<file path="src/design/l1_pkg.sv">
package l1_pkg;

  // number of initiator ports sharing the scratchpad.
  localparam int unsigned N_PORTS = 4;

  // number of word-interleaved banks.
  localparam int unsigned N_BANK = 8;

  // depth of each bank in words.
  localparam int unsigned N_WORDS = 256;

  // data path width and the matching number of byte enables.
  localparam int unsigned DATA_W = 32;
  localparam int unsigned BE_W = DATA_W / 8;

  // byte address width as seen by the initiators.
  localparam int unsigned ADDR_W = 32;

  // the request id carries the index of the issuing port.
  localparam int unsigned ID_W = $clog2(N_PORTS);

  // consecutive words land in consecutive banks, so the bank field
  // sits right above the byte offset inside a word.
  localparam int unsigned BANK_SEL_LSB = 2;
  localparam int unsigned BANK_SEL_W = $clog2(N_BANK);

  // the word index inside a bank follows the bank field.
  // address bits above this field are ignored, so addresses alias.
  localparam int unsigned ROW_LSB = BANK_SEL_LSB + BANK_SEL_W;
  localparam int unsigned ROW_W = $clog2(N_WORDS);

  // one request as driven by a port and as forwarded to a bank.
  // wen is active low, so a read has wen set.
  typedef struct packed {
    logic              req;
    logic              wen;
    logic [ADDR_W-1:0] add;
    logic [DATA_W-1:0] data;
    logic [BE_W-1:0]   be;
    logic [ID_W-1:0]   id;
  } mem_req_t;

  // one bank response, tagged with the id of the request it answers.
  typedef struct packed {
    logic              r_valid;
    logic [DATA_W-1:0] r_data;
    logic [ID_W-1:0]   r_id;
  } mem_rsp_t;

  // response as seen at a port, after the id has been used for routing.
  typedef struct packed {
    logic              r_valid;
    logic [DATA_W-1:0] r_data;
  } port_rsp_t;

endpackage

</file>
<file path="src/design/tcdm_rsp_xbar.sv">
`timescale 1ns/1ps

module tcdm_rsp_xbar (
  input  l1_pkg::mem_rsp_t  [l1_pkg::N_BANK-1:0]  bank_rsp_i,
  output l1_pkg::port_rsp_t [l1_pkg::N_PORTS-1:0] port_rsp_o
);

  // hit[p][b] is set when bank b returns a response for port p.
  logic [l1_pkg::N_PORTS-1:0][l1_pkg::N_BANK-1:0] hit;

  // the registered id of each bank names the port the data belongs to.
  always_comb begin
    for (int unsigned p = 0; p < l1_pkg::N_PORTS; p++) begin
      for (int unsigned b = 0; b < l1_pkg::N_BANK; b++) begin
        hit[p][b] = bank_rsp_i[b].r_valid &&
                    (bank_rsp_i[b].r_id == l1_pkg::ID_W'(p));
      end
    end
  end

  // and-or mux per port.
  // at most one bank hits a port, so the or of the masked data is the
  // selected word.
  always_comb begin
    for (int unsigned p = 0; p < l1_pkg::N_PORTS; p++) begin
      port_rsp_o[p].r_valid = 1'b0;
      port_rsp_o[p].r_data  = '0;
      for (int unsigned b = 0; b < l1_pkg::N_BANK; b++) begin
        if (hit[p][b]) begin
          port_rsp_o[p].r_valid = 1'b1;
          port_rsp_o[p].r_data  = port_rsp_o[p].r_data | bank_rsp_i[b].r_data;
        end
      end
    end
  end

  // the request crossbar grants a port at most one bank per cycle, so
  // one cycle later at most one bank can answer that port.
  for (genvar p = 0; p < l1_pkg::N_PORTS; p++) begin : gen_port_chk
    always_comb begin
      a_one_rsp_per_port: assert final ($onehot0(hit[p]));
    end
  end

endmodule

</file>
<file path="config.mk">
export PLATFORM = sky130hd
export DESIGN_NAME = tcdm_rsp_xbar
export DESIGN_NICKNAME = d
export VERILOG_FILES = /design/src/design/l1_pkg.sv /design/src/design/tcdm_rsp_xbar.sv
export SDC_FILE = /design/constraint.sdc
export NUM_CORES = 1
export LEC_CHECK = 0
export BUFFER_PORTS_ARGS = -buffer_cell sky130_fd_sc_hd__clkbuf_2
export CAP_MARGIN = 20
export CORE_ASPECT_RATIO = 0.9
export CORE_MARGIN = 1
export CORE_UTILIZATION = 35
export DETAILED_ROUTE_END_ITERATION = 10
export PLACE_DENSITY = 0.61
export SLEW_MARGIN = 20
export SYNTH_ARGS = -nofsm -noshare
export SYNTH_HDL_FRONTEND = slang
export SYNTH_SLANG_ARGS = --single-unit
export TNS_END_PERCENT = 5
</file>
<file path="constraint.sdc">
create_clock -name vclk -period 3
set_clock_uncertainty 0.05 [all_clocks]
set_input_delay 0.9 -clock vclk [all_inputs]
set_output_delay 0.9 -clock vclk [all_outputs]
set_load 0.02 [all_outputs]
</file>
# Yosys cells after proc, flatten, opt, wreduce, memory -nomap -nowiden
# Cells that the tools add are included.
# totals
register_bits	0
wordCells	124
output_inout_bits	132
input_bits	280
# classes
mux	32
reduce_logical	40
n_bitwise	28
eq_ne	24
# ops
op	count
$mux 33	32
$or 32x32->32	28
$eq 2x2->1 const B	16
$logic_and 1x1->1	32
$eq 2x1->1 const B	8
$logic_not 2->1	8

# Depth between registers and ports, before layout
# logic_depth
depth_word	17
depth_mapped	6
mapped_depth_nobuf	3

# Worst setup path after synthesis
# No wires, ideal clock.
# synth_timing
kind	input port to output port
startpoint	in bank_rsp_i[1] (netlist bit)
endpoint	out port_rsp_o[36] (netlist bit)
arrival_ns	1.943
required_ns	2.050
path_stages	5
slack_ns	0.107
n_path_buf	2
cell_sequence	buf_2 buf_2 and4b_1 a2111oi_2 nand3_1
# synth_lines
item	line_no	source
start, declared	tcdm_rsp_xbar.sv:4	input l1_pkg::mem_rsp_t [l1_pkg::N_BANK-1:0] bank_rsp_i,
end, declared	tcdm_rsp_xbar.sv:5	output l1_pkg::port_rsp_t [l1_pkg::N_PORTS-1:0] port_rsp_o

==> impl_metrics.yaml <==
min_path:
  hold_path.startpoint: "bank_rsp_i[168]"
  hp-class: "in -> out"
placement:
  io_buffers: 412
  gp_congestion: 0.981
  detailed_place_hpwl_mm: 43.0
  placedInstanceArea_um2: 13500
  placed_cells: 1967
worst_setup_path:
  crit_path_cell_trace: "clkbuf_16 -> buf_12 -> buf_12 -> nor3b_4 -> buf_6 -> buf_12 -> a22oi_2 -> nand3_1 -> clkbuf_8"
  cp-end-kind: "output pin"
  cp.arrival_ns: 2.29
  slowest_stage: "nor3b_4"
  critPathTopFamily: "buffers and inverters"
  cpPeakStageDelay_ns: 0.23
  crit_buf_inv: 6
  startpoint_type: "primary input"
  startpoint: "bank_rsp_i[71]"
  critPathKind: "in -> out"
  crit_required_ns: 2.05
  cp_max_fo: 7
  cpMostUsedCell: "buf_12"
timing:
  fin_ws_ns: -0.237
  setup_viol: 113
  maxSlewHeadroom_pct: 64.4
  worst_pin_slew_ns: 0.527
  clock.fmax_mhz: 309
  hold_viol_final: 0
  min_period_over_period_pct: 108
  rsz0062_at_grt: "true"
  post-route-min-period_ns: 3.24
  maxSlewViolCount: 0
final_layout:
  clkbuf_count: 0
  drive_gt1_share_pct: 54.3
  nNetsFinal: 1943
  numSequentialCells: 0
  areaGrowthSynthToFinish_pct: 71.4
  mostFrequentLayoutCells: "clkbuf_2 (283), a22oi_1 (222), and4b_1 (192)"
  final_common_cell: "clkbuf_2"
  postLayoutCellArea_um2: 16000
  seq_area_um2: 0
  fin_cells: 2010
grt:
  antenna_found_initial: 2
  globalRouteOverflowTotal: 0
  grt_util_all_layers_pct: 44.1
  grt_max_degree: 43
  grt_pass1_wl_mm: 92.7
  grt_pass1_vias: 14845
pwr:
  peakVddDrop_uv: 97.7
  p_leak_nw: 6.96
  powerDensity_nw_per_um2: 186
routing:
  ant_nets: 0
  drtIter0Drc: 2885
  drt_first_pass_iters: 7
  via_per_inst: 7.77
  wl_mm: 64.6
  drc: 0
  wl_per_cell_um: 32.1
  num_vias: 15624
status:
  status: "complete, but fails checks"
  violations: "setup timing"
floorplan:
  ios: 412
  core_area_um2: 26100
  die-area_um2: 27300
  num_rows: 56
  initial_core_util_pct: 35.7
  dieWidth_um: 174
  dieHeight_um: 157
synth:
  yosysSeqAreaShare_pct: 0
  netlist_area_um2: 9320
  netlist_instances: 1176
  syn_area_per_cell_um2: 7.92
  synth_nets: 1456
  synth.distinct_cells: 26
  ys.warnings.count: 0
clock_network:
  cts_hold_buf: 0
run:
  drv_cap: 0
[metrics by stage]
stage | TNS, ns | util (%) | setup WS [ns] | power [W] | hold WS [ns]
6_report | -16.25 | 61.1 | -0.237 | 0.00297 | 2.15
2_1_floorplan | 0 | - | 0.107 | 0.00117 | 1.95
3_5_place_dp | -31.00 | 51.6 | -0.381 | 0.00238 | 2.17
4_1_cts | -15.93 | 58.8 | -0.188 | 0.00274 | 2.16
5_1_grt | -19.60 | 61.1 | -0.269 | 0.00304 | 2.17
3_3_place_gp | -30.99 | 51.6 | -0.413 | 0.00237 | 2.17
[repair_timing]
| action | in CTS | in global routing |
|---|---|---|
| endpoints found under the setup margin | 132 | 132 |
| setup buffers | 25 | 2 |
| resized for setup | 230 | 182 |
| gates cloned | 13 | 3 |
| pin swaps | 55 | 52 |
[per-layer routing]
metal	GRT usage, %	wire length, µm	vias up
met3	14.4	9670	483
met1	54.7	23100	7174
met5	0	0	-
met2	66.4	27000	1732
met4	25.7	4820	0
li1	-	-	6235
[final cells by class]
cell class	instances	area [µm²]
diodes	1	2.50
fillers	2217	10200
inverters	2	7.51
multi-input cells	971	9480
well taps	348	435
repair buffers	688	6040
[synth_stat cells, drive strengths merged]
cell type	instances	area, µm²
nand2	1	3.75
and4bb	45	563
a2111oi	97	1470
buf	64	368
nor4	4	25.0
and3	6	37.5
nor4bb	51	510
nor3b	7	72.6
a22oi	256	1920
a31oi	4	25.0
nand3	131	656
inv	2	7.51
clkbuf	139	522
and4b	192	1920
and4	32	280
nand4	128	801
nor2	3	11.3
and3b	14	126
[report_power, final]
| group | switching [W] | leakage [nW] | internal, W | total (W) |
|---|---|---|---|---|
| Combinational | 0.00165 | 6.96 | 0.00132 | 0.00297 |
| Sequential | 0 | 0 | 0 | 0 |
| Clock | 0 | 0.00000634 | 0.0000000000446 | 0.0000000000446 |
[cells by family after synthesis]
logic type,Yosys count,synth area share [%]
AND/OR/NAND/NOR,614,53.8
AO/OA/AOI/OAI,357,36.6
buffers and inverters,205,9.63
[final timing paths]
check | endpoint | slack (ns) | depth (start not counted)
hold / removal | port_rsp_o[92] | 2.15 | 4
setup / recovery | port_rsp_o[5] | -0.24 | 9
[worst min-delay path: stages]
cell      delay, ns
clkbuf_2       0.14
a22oi_2        0.06
nand3_1        0.07
buf_4          0.13
Power figures use the tool's default switching activity.
