===== config.mk =====
export PLATFORM = sky130hd
export DESIGN_NAME = tcdm_req_xbar
export DESIGN_NICKNAME = d
export VERILOG_FILES = /design/src/design/l1_pkg.sv /design/src/design/tcdm_req_xbar.sv
export SDC_FILE = /design/constraint.sdc
export NUM_CORES = 1
export LEC_CHECK = 0
export BUFFER_PORTS_ARGS = -buffer_cell sky130_fd_sc_hd__buf_4
export CORE_AREA = 2 2 340 342
export CTS_CLUSTER_DIAMETER = 50
export CTS_CLUSTER_SIZE = 12
export DETAILED_ROUTE_END_ITERATION = 8
export DIE_AREA = 0 0 342 344
export GPL_ROUTABILITY_DRIVEN = 0
export SLEW_MARGIN = 20
export SYNTH_ARGS = -nofsm -noshare
export SYNTH_HDL_FRONTEND = slang
export SYNTH_SLANG_ARGS = --single-unit

===== constraint.sdc =====
create_clock -name clk_i -period 6.8 [get_ports clk_i]
set_input_delay 1.02 -clock clk_i [delete_from_list [all_inputs] [get_ports clk_i]]
set_output_delay 1.02 -clock clk_i [all_outputs]
set_load 0.02 [all_outputs]

===== src/design/l1_pkg.sv =====
package l1_pkg;

  // number of initiator ports sharing the scratchpad.
  localparam int unsigned N_PORTS = 4;

  // number of word-interleaved banks.
  localparam int unsigned N_BANK = 8;

  // depth of each bank in words.
  localparam int unsigned N_WORDS = 256;

  // data path width and the matching number of byte enables.
  localparam int unsigned DATA_W = 32;
  localparam int unsigned BE_W = DATA_W / 8;

  // byte address width as seen by the initiators.
  localparam int unsigned ADDR_W = 32;

  // the request id carries the index of the issuing port.
  localparam int unsigned ID_W = $clog2(N_PORTS);

  // consecutive words land in consecutive banks, so the bank field
  // sits right above the byte offset inside a word.
  localparam int unsigned BANK_SEL_LSB = 2;
  localparam int unsigned BANK_SEL_W = $clog2(N_BANK);

  // the word index inside a bank follows the bank field.
  // address bits above this field are ignored, so addresses alias.
  localparam int unsigned ROW_LSB = BANK_SEL_LSB + BANK_SEL_W;
  localparam int unsigned ROW_W = $clog2(N_WORDS);

  // one request as driven by a port and as forwarded to a bank.
  // wen is active low, so a read has wen set.
  typedef struct packed {
    logic              req;
    logic              wen;
    logic [ADDR_W-1:0] add;
    logic [DATA_W-1:0] data;
    logic [BE_W-1:0]   be;
    logic [ID_W-1:0]   id;
  } mem_req_t;

  // one bank response, tagged with the id of the request it answers.
  typedef struct packed {
    logic              r_valid;
    logic [DATA_W-1:0] r_data;
    logic [ID_W-1:0]   r_id;
  } mem_rsp_t;

  // response as seen at a port, after the id has been used for routing.
  typedef struct packed {
    logic              r_valid;
    logic [DATA_W-1:0] r_data;
  } port_rsp_t;

endpackage


===== src/design/tcdm_req_xbar.sv =====
`timescale 1ns/1ps

module tcdm_req_xbar (
  input  logic                                   clk_i,
  input  logic                                   rstn_i,
  input  l1_pkg::mem_req_t [l1_pkg::N_PORTS-1:0] port_req_i,
  output logic [l1_pkg::N_PORTS-1:0]             gnt_o,
  output l1_pkg::mem_req_t [l1_pkg::N_BANK-1:0]  bank_req_o
);

  // winner vectors of all banks, one bit per port.
  logic [l1_pkg::N_BANK-1:0][l1_pkg::N_PORTS-1:0] bank_win;

  // cycles each port has been held off while requesting.
  logic [l1_pkg::N_PORTS-1:0][l1_pkg::ID_W:0] wait_q;

  for (genvar b = 0; b < l1_pkg::N_BANK; b++) begin : gen_bank
    logic [l1_pkg::N_PORTS-1:0] hit;
    logic [l1_pkg::N_PORTS-1:0] win;
    logic [l1_pkg::ID_W-1:0]    win_idx;
    logic [l1_pkg::ID_W-1:0]    rr_q;
    l1_pkg::mem_req_t           bank_req;

    // a port competes for this bank when its bank field selects it.
    always_comb begin
      for (int unsigned p = 0; p < l1_pkg::N_PORTS; p++) begin
        hit[p] = port_req_i[p].req &&
                 (port_req_i[p].add[l1_pkg::BANK_SEL_LSB +: l1_pkg::BANK_SEL_W] ==
                  l1_pkg::BANK_SEL_W'(b));
      end
    end

    // round-robin search.
    // rr_q is the port with the highest priority, the search walks up
    // from there and wraps around, and the first hit wins.
    always_comb begin : arbiter
      logic        found;
      int unsigned idx;
      found   = 1'b0;
      idx     = 0;
      win     = '0;
      win_idx = '0;
      for (int unsigned k = 0; k < l1_pkg::N_PORTS; k++) begin
        idx = (int'(rr_q) + k) % l1_pkg::N_PORTS;
        if (!found && hit[idx]) begin
          found        = 1'b1;
          win[idx]     = 1'b1;
          win_idx      = l1_pkg::ID_W'(idx);
        end
      end
    end

    // after a grant the port just above the winner takes top priority,
    // so the winner goes to the back of the line.
    always_ff @(posedge clk_i or negedge rstn_i) begin
      if (!rstn_i) begin
        rr_q <= '0;
      end else if (|win) begin
        rr_q <= l1_pkg::ID_W'((int'(win_idx) + 1) % l1_pkg::N_PORTS);
      end
    end

    // forward the winning request and stamp it with the port index.
    // without a winner the payload is don't care and req is low.
    always_comb begin
      bank_req     = port_req_i[win_idx];
      bank_req.req = |win;
      bank_req.id  = win_idx;
    end

    assign bank_req_o[b] = bank_req;
    assign bank_win[b]   = win;

    // a bank serves at most one port per cycle.
    a_one_winner: assert property (
      @(posedge clk_i) disable iff (!rstn_i)
      $onehot0(win)
    );
  end

  // a port targets a single bank, so at most one of these bits is set
  // per port and the OR is its grant.
  always_comb begin
    gnt_o = '0;
    for (int unsigned b = 0; b < l1_pkg::N_BANK; b++) begin
      gnt_o = gnt_o | bank_win[b];
    end
  end

  // a port that keeps losing must be served before every other port has
  // had one turn, which bounds its wait to N_PORTS-1 cycles.
  always_ff @(posedge clk_i or negedge rstn_i) begin
    if (!rstn_i) begin
      wait_q <= '0;
    end else begin
      for (int unsigned p = 0; p < l1_pkg::N_PORTS; p++) begin
        if (port_req_i[p].req && !gnt_o[p]) begin
          wait_q[p] <= wait_q[p] + 1'b1;
        end else begin
          wait_q[p] <= '0;
        end
      end
    end
  end

  for (genvar p = 0; p < l1_pkg::N_PORTS; p++) begin : gen_port_chk
    // a grant only ever answers a live request.
    a_gnt_has_req: assert property (
      @(posedge clk_i) disable iff (!rstn_i)
      gnt_o[p] |-> port_req_i[p].req
    );

    // no port starves behind the others.
    a_no_starve: assert property (
      @(posedge clk_i) disable iff (!rstn_i)
      wait_q[p] < l1_pkg::N_PORTS
    );
  end

endmodule


### Yosys cells after proc, flatten, opt, wreduce, memory -nomap -nowiden

Index checks and enable logic that the tools add are counted.

* memories kept: 0
* word-level logic and storage cells: 527
* bits in latches: 0
* register bits after elaboration: 16
* bits in read-only memories: 0
* bits of input ports: 290
* memory bits (writable): 0

* eq/ne operators: 28
* divide/modulo/power cells: 0
* $lt $le $gt $ge: 72
* reduce and logical (&&, ||, !) cells: 124
* $mul: 0
* multiplexer cells: 232
* $add $sub $neg: 32
* bitwise logic cells: 31
* shifts and indexed selects: 0

Operators by type and width (count)
* binary-select mux 72 bit (select 2 bit): 8
* 2-to-1 mux 71 bit: 8
* 2-to-1 mux 4 bit: 32
* OR 4 bit: 31
* < comparator 2 x 3 -> 1 bit (second input constant): 40
* logical AND 1 bit: 88
* 2-to-1 mux 1 bit: 88
* binary-select mux 1 bit (select 2 bit): 32
* demux 1 bit (select 2 bit): 32
* >= comparator 2 x 1 -> 1 bit (second input constant): 32
* 2-to-1 mux 2 bit: 32
* == test 3 bit (second input constant): 16
* adder 2 x 1 -> 2 bit (second input constant): 16
* adder 2 bit (second input constant): 16
* OR reduction 4 bit: 8
* == test 3 x 2 -> 1 bit (second input constant): 8
* logical NOT 1 bit: 24
* == test 3 x 1 -> 1 bit (second input constant): 4
* logical NOT 3 bit: 4

### Longest topological paths before layout

Gate-level depths: netlist of the first run.

* depth in word-level cells: 21
* mapped depth: 14
* depth with buffers taken out: 11

### Least setup slack after synthesis of the first run

OpenSTA, ideal clock, no wires.

* path type: input -> output
* start: in port_req_i[186] (netlist name)
* end: out bank_req_o[18] (netlist name)
* data arrival time: 3543 ps
* setup slack: 2237 ps
* data required time: 5780 ps
* cell stages on the path: 9
* buffers on the path: 4
* cell sequence: buf_2 > buf_6 > or4b_1 > mux4_2 > nor2b_1 > o32ai_2 > buf_4 > clkbuf_4 > mux2i_1

RTL lines
* start, declared: line tcdm_req_xbar.sv:6 `input l1_pkg::mem_req_t [l1_pkg::N_PORTS-1:0] port_req_i,`
* end, declared: line tcdm_req_xbar.sv:8 `output l1_pkg::mem_req_t [l1_pkg::N_BANK-1:0] bank_req_o`

==> flow_summary_export.csv, run 1 <==
group,metric,value,unit
status,status,"finished, final reports clean",
detailed_routing,drt_iter0_markers,2987,
grt,track_usage,0.211,
placed_design,dp_slack,1.31,ns
pwr,ir_worst_vdd,0.286,mV
critical_path,start_kind,"primary input",
worst_hold_path,hp-class,"primary input to asynchronous set/reset pin",
detailed_routing,antenna_left,0,
timing,rsz0062_at_grt,"false",
flow_run,maxCapViolCount,0,
synthesis,synth_edf_count,0,
finish,top_regs,"gen_bank.rr_q: 16 flops",
detailed_routing,vias_per_cell,5.51,
floorplanning,initial_core_util,0.196,
cts,cts_inserted_buffers,3,
critical_path,crit_fanout,33,
detailed_routing,vias,30000,
timing,worstMarginPinSlew,1.04,ns
pwr,power_density,453,nW/µm²
timing,max_slew_margin,0.305,
finish,fin_nets,4245,
grt,gr-total-overflow,0,
grt,grt_max_degree,136,
detailed_routing,wl,135000,µm
floorplanning,rows,124,
critical_path,arrival,4.63,ns
placed_design,dp_cells,5422,
synthesis,postSynthAreaPerCell,6.40,µm²
placed_design,portBuffers,861,
cts,tritoncts,"done",
critical_path,crit_path_max_incr_delay,0.75,ns
placed_design,dp_hpwl,98600,µm
detailed_routing,post-route-drc-count,0,
timing,setup_viol,0,
cts,cts_sinks,16,
critical_path,critPathKind,"primary input to primary output",
floorplanning,die_h,344,µm
critical_path,slowest_stage,"nor4bb_1",
timing,min_period_over_period,0.831,
finish,top_register,"gen_bank.rr_q",
timing,maxSlewViolCount,0,
cts,clk_pin_slew,0.06,ns
finish,areaGrowthSynthToFinish,32.1,%
detailed_routing,wl_per_cell,24.8,µm
finish,largest_reg_flops,16,
finish,finish.utilization,0.259,
pwr,leakage,0.0150,µW
floorplanning,core,114000,µm²
finish,drive_gt1_frac,0.258,
timing,clock_skew,0.00407,ns
floorplanning,die_x,342,µm
cts,htree_levels,1,
synthesis,ys_warn_count,0,
critical_path,path_buf_inv,4,
timing,fmax,0.177,GHz
cts,root_buffer,"clkbuf_16",
critical_path,required,5.78,ns
critical_path,worstSetupEndpointType,"primary output",
grt,grt_pass1_wl,190000,µm
critical_path,crit_top_cell,"buf_4",
finish,instances_no_fill,5439,
timing,post-route-min-period,5.65,ns
grt,grt_pass1_vias,27100,
critical_path,r2r_slack,2.50,ns
synthesis,synth_seq_cells,16,
floorplanning,dieArea,118000,µm²
cts,post_cts_buffers,0,
detailed_routing,first_pass_iters,5,
synthesis,ys.flop_type,"dfrtp_1",
timing,whs,0.646,ns
cts,cts_resized,0,
cts,ctsHoldBuffers,0,
synthesis,synth_area,22300,µm²
synthesis,synth-seq-area-share,0.0179,
critical_path,path_delay_family,"buffers and inverters",
synthesis,synth_cells,3487,
synthesis,async_flop_share,1.00,
finish,fill_cells,12600,
finish,layout_commonest_cell,"nand2_1",
cts,clockBufferDepth,2,
synthesis,syn-num-nets,3817,
timing,hold_viol_final,0,
cts,clk_latency,0.26,ns
grt,antenna_found_initial,17,
synthesis,synth_cell_type_count,80,
finish,mostFrequentLayoutCells,"nand2_1, buf_4, mux2i_1",
timing,worst_slack,1.15,ns
floorplanning,pin_count,870,
timing,tns,0,ns
critical_path,crit_chain,"buf_4, nor4bb_1, mux2i_1, mux2i_1, o21ai_0, o31a_2, inv_4, buf_4, a31oi_1, buf_4",
## synthesized netlist by cell type, types with 15 or more instances
cell / instances / share of area
a31oi_1: 272 / 0.076
ha_1: 40 / 0.022
a211oi_1: 136 / 0.046
buf_2: 149 / 0.033
nor3_1: 21 / 0.0047
a21oi_1: 122 / 0.027
buf_6: 16 / 0.0081
nor2_1: 54 / 0.0091
dfrtp_1: 16 / 0.018
clkbuf_1: 290 / 0.049
mux4_2: 27 / 0.027
nand3_1: 15 / 0.0034
nand2_1: 981 / 0.16
nor2b_1: 72 / 0.020
mux2i_1: 679 / 0.30
buf_4: 36 / 0.012
and2_1: 70 / 0.020
buf_1: 24 / 0.0040
inv_1: 21 / 0.0035
and3_1: 201 / 0.056
a22oi_1: 22 / 0.0074
o21ai_0: 22 / 0.0049
## power by group
part	internal (µW)	switching, µW
logic	4900	8090
registers	132	114
clock network	90.1	51.0
## logic make-up after synthesis
logic type,share of synthesized area
AND/OR/NAND/NOR,0.318
adder cells (fa/ha/maj),0.0224
buffers and inverters,0.114
multiplexers,0.333
AO/OA/AOI/OAI,0.193
XOR/XNOR,0.00118
flip-flops,0.0179
## metal layers
layer,up-vias,part of all wire,GRT usage
li1,13300,-,-
met1,14400,0.39,0.264
met2,1908,0.45,0.340
met3,400,0.12,0.0607
met4,8,0.047,0.0870
met5,-,0.00042,0
## path summary, 6_finish.rpt
path                       depth (start not counted)                   to           startpoint
max                                               10      bank_req_o[214]      port_req_i[287]
min                                                1  gen_bank[7].rr_q[0]               rstn_i
max reg2reg                                       10  gen_bank[5].rr_q[1]  gen_bank[5].rr_q[0]
min reg2reg                                        1  gen_bank[5].rr_q[1]  gen_bank[5].rr_q[1]
max in group asynchronous                          1  gen_bank[6].rr_q[1]               rstn_i
min in group clk_i                                 1  gen_bank[5].rr_q[1]  gen_bank[5].rr_q[1]
## stage by stage
step	cell area, µm²	power, µW
finish	29500	13400
CTS	29500	13300
global route	29500	14000
floorplan	22300	7920
detailed placement	29400	13100
global placement	29400	13000
## worst register-to-register path, cell delays in order, from the launching register on
cell and delay, ns:
dfrtp_1 0.68, inv_1 0.30, ha_1 0.41, inv_1 0.15, mux4_2 0.61, and2_1 0.20, o32ai_4 0.61, inv_6 0.36
a21oi_1 0.43, a21oi_1 0.15, mux2_2 0.30
## layout make-up
cell class	count	area [µm²]	share of cell area
diodes	13	32.5	0.00110
clock buffers	4	88.8	0.00301
inverters	35	159	0.00539
multi-input cells	2917	19500	0.662
flip-flops and latches	16	400	0.0136
well taps	1512	1890	0.0641
repair buffers	942	7400	0.251
Note: power is estimated with default switching activity, not from simulation.
==> run 2: changes to the inputs <==
==> constraint.sdc (replaced) <==
create_clock -name clk_i -period 4.6 [get_ports clk_i]
set_input_delay 0.69 -clock clk_i [delete_from_list [all_inputs] [get_ports clk_i]]
set_output_delay 0.69 -clock clk_i [all_outputs]
set_load 0.02 [all_outputs]
==> run 2 against run 1 <==
Compared with the run above:
- routed wire length up 0.76%
- power up 53%
- setup slack worse by 1.1 ns
- die area unchanged
- flip-flop and latch count unchanged
- critical path type unchanged
- highest routed layer unchanged
==> flow_summary_export.csv, run 2 (same netlist as run 1, synthesis figures left out) <==
group,metric,value,unit
critical_path,worstSetupEndpointType,"primary output",
detailed_routing,vias,30300,
timing,tns,0,ns
finish,seqCellArea,405,µm²
finish,layout_commonest_cell,"buf_4",
timing,setup_viol,0,
worst_hold_path,hp-class,"primary input to asynchronous set/reset pin",
critical_path,crit_top_cell,"buf_4",
timing,whs,0.321,ns
detailed_routing,wl_per_cell,24.5,µm
finish,fill_cells,12600,
detailed_routing,wl,136000,µm
critical_path,path_delay_family,"simple AND/OR/NAND/NOR gates",
critical_path,slowest_stage,"mux4_2",
critical_path,r2r_slack,1.13,ns
floorplanning,die_h,344,µm
placed_design,portBuffers,861,
critical_path,critPathKind,"primary input to primary output",
critical_path,regToRegStartpoint,"gen_bank[5].rr_q[1]",
status,status,"finished, final reports clean",
placed_design,dp_hpwl,101000,µm
cts,cts_inserted_buffers,3,
cts,clk_latency,0.26,ns
grt,antenna_found_initial,23,
finish,fin_nets,4349,
timing,worstMarginPinSlew,0.761,ns
flow_run,maxCapViolCount,0,
detailed_routing,antenna_left,0,
grt,grt_pass1_vias,26800,
pwr,leakage,0.0156,µW
detailed_routing,drt_iter0_markers,3222,
grt,grt_pass1_wl,190000,µm
timing,maxSlewViolCount,0,
floorplanning,core,114000,µm²
timing,rsz0062_at_grt,"false",
detailed_routing,post-route-drc-count,0,
cts,clk_pin_slew,0.06,ns
critical_path,crit_path_max_incr_delay,0.57,ns
critical_path,crit_fanout,29,
floorplanning,die_x,342,µm
pwr,ir_worst_vdd,0.406,mV
floorplanning,initial_core_util,0.196,
critical_path,regToRegEndpoint,"gen_bank[5].rr_q[1]",
grt,gr-total-overflow,0,
timing,min_period_over_period,0.979,
finish,drive_gt1_frac,0.279,
timing,post-route-min-period,4.50,ns
cts,htree_levels,1,
finish,top_regs,"gen_bank.rr_q: 16 flops",
cts,tritoncts,"done",
critical_path,r2r_cells,12,
grt,track_usage,0.211,
finish,multi_input_area,19500,µm²
timing,clock_skew,0.000751,ns
floorplanning,rows,124,
detailed_routing,first_pass_iters,6,
pwr,power_density,668,nW/µm²
critical_path,start_kind,"primary input",
detailed_routing,vias_per_cell,5.47,
cts,root_buffer,"clkbuf_16",
floorplanning,pin_count,870,
critical_path,crit_chain,"buf_4, and4b_1, mux4_2, nand2b_1, nor2_1, a2bb2oi_4, buf_4, and3_1, a31oi_1, buf_4",
finish,mostFrequentLayoutCells,"buf_4, nand2_1, mux2i_1",
cts,clockBufferDepth,2,
critical_path,path_buf_inv,3,
finish,areaGrowthSynthToFinish,37.2,%
finish,largest_reg_flops,16,
cts,cts_sinks,16,
timing,max_slew_margin,0.493,
floorplanning,dieArea,118000,µm²
finish,top_register,"gen_bank.rr_q",
timing,fmax,0.222,GHz
critical_path,required,3.91,ns
critical_path,arrival,3.81,ns
cts,ctsHoldBuffers,0,
grt,grt_max_degree,80,
timing,hold_viol_final,0,
## run 2: stage by stage
step / total power, µW / setup WS, ns / std cells / utilization / instance area (µm²)
final: 20500 / 0.0967 / 5545 / 0.269 / 30600
after global routing: 21400 / 0.0239 / 5539 / 0.269 / 30600
after CTS: 20300 / 0.00210 / 5526 / 0.268 / 30500
after detailed placement: 20000 / 0.139 / 5523 / 0.268 / 30500
after global placement: 19900 / 0.204 / 5523 / 0.268 / 30500
after floorplan: 11700 / 0.550 / 3487 / - / 22300
## run 2: how the worst max path moves through the flow
stage / start / endpoint / cells past startpoint
finish: port_req_i[40] / bank_req_o[435] / 10
floorplan: gen_bank[4].rr_q[0] / bank_req_o[339] / 12
CTS: gen_bank[5].rr_q[1] / bank_req_o[382] / 12
global placement: port_req_i[40] / bank_req_o[435] / 10
detailed placement: port_req_i[41] / bank_req_o[401] / 11
global route: port_req_i[40] / bank_req_o[105] / 11
## run 2: worst register-to-register path, cell delays in order (launching register included)
cell and delay, ns:
dfrtp_2 0.45, inv_1 0.10, ha_1 0.32, inv_1 0.16, mux4_2 0.62, and2_1 0.20
o32ai_4 0.25, buf_12 0.22, inv_12 0.17, buf_12 0.21, a21oi_2 0.29, a21oi_1 0.09
mux2_2 0.28
## run 2: layer usage
metal / global-route usage / part of all wire
met5: 0 / 0.00030
met1: 0.275 / 0.39
met2: 0.340 / 0.45
met3: 0.0438 / 0.11
met4: 0.0835 / 0.045
## run 2: where the power goes
group,leakage [µW],internal (µW),switching (µW)
Sequential,0.000179,200,132
Combinational,0.0154,7830,12100
Clock,0.0000371,115,76.7
Total,0.0156,8150,12300
## run 2: layout make-up
type | count | share of cell area
antenna | 16 | 0.00131
clock buffer | 3 | 0.00245
inverter | 35 | 0.00543
multi-input combinational | 2917 | 0.638
sequential | 16 | 0.0132
tap | 1512 | 0.0617
timing repair buffer | 1046 | 0.278
## run 2: what timing repair did
action | 4_1_cts | 5_1_grt
resized for setup | 1 | 9
pin swaps | 0 | 1
setup endpoints to repair | 1 | 82
cloned | 0 | 1
buffers inserted | 0 | 2
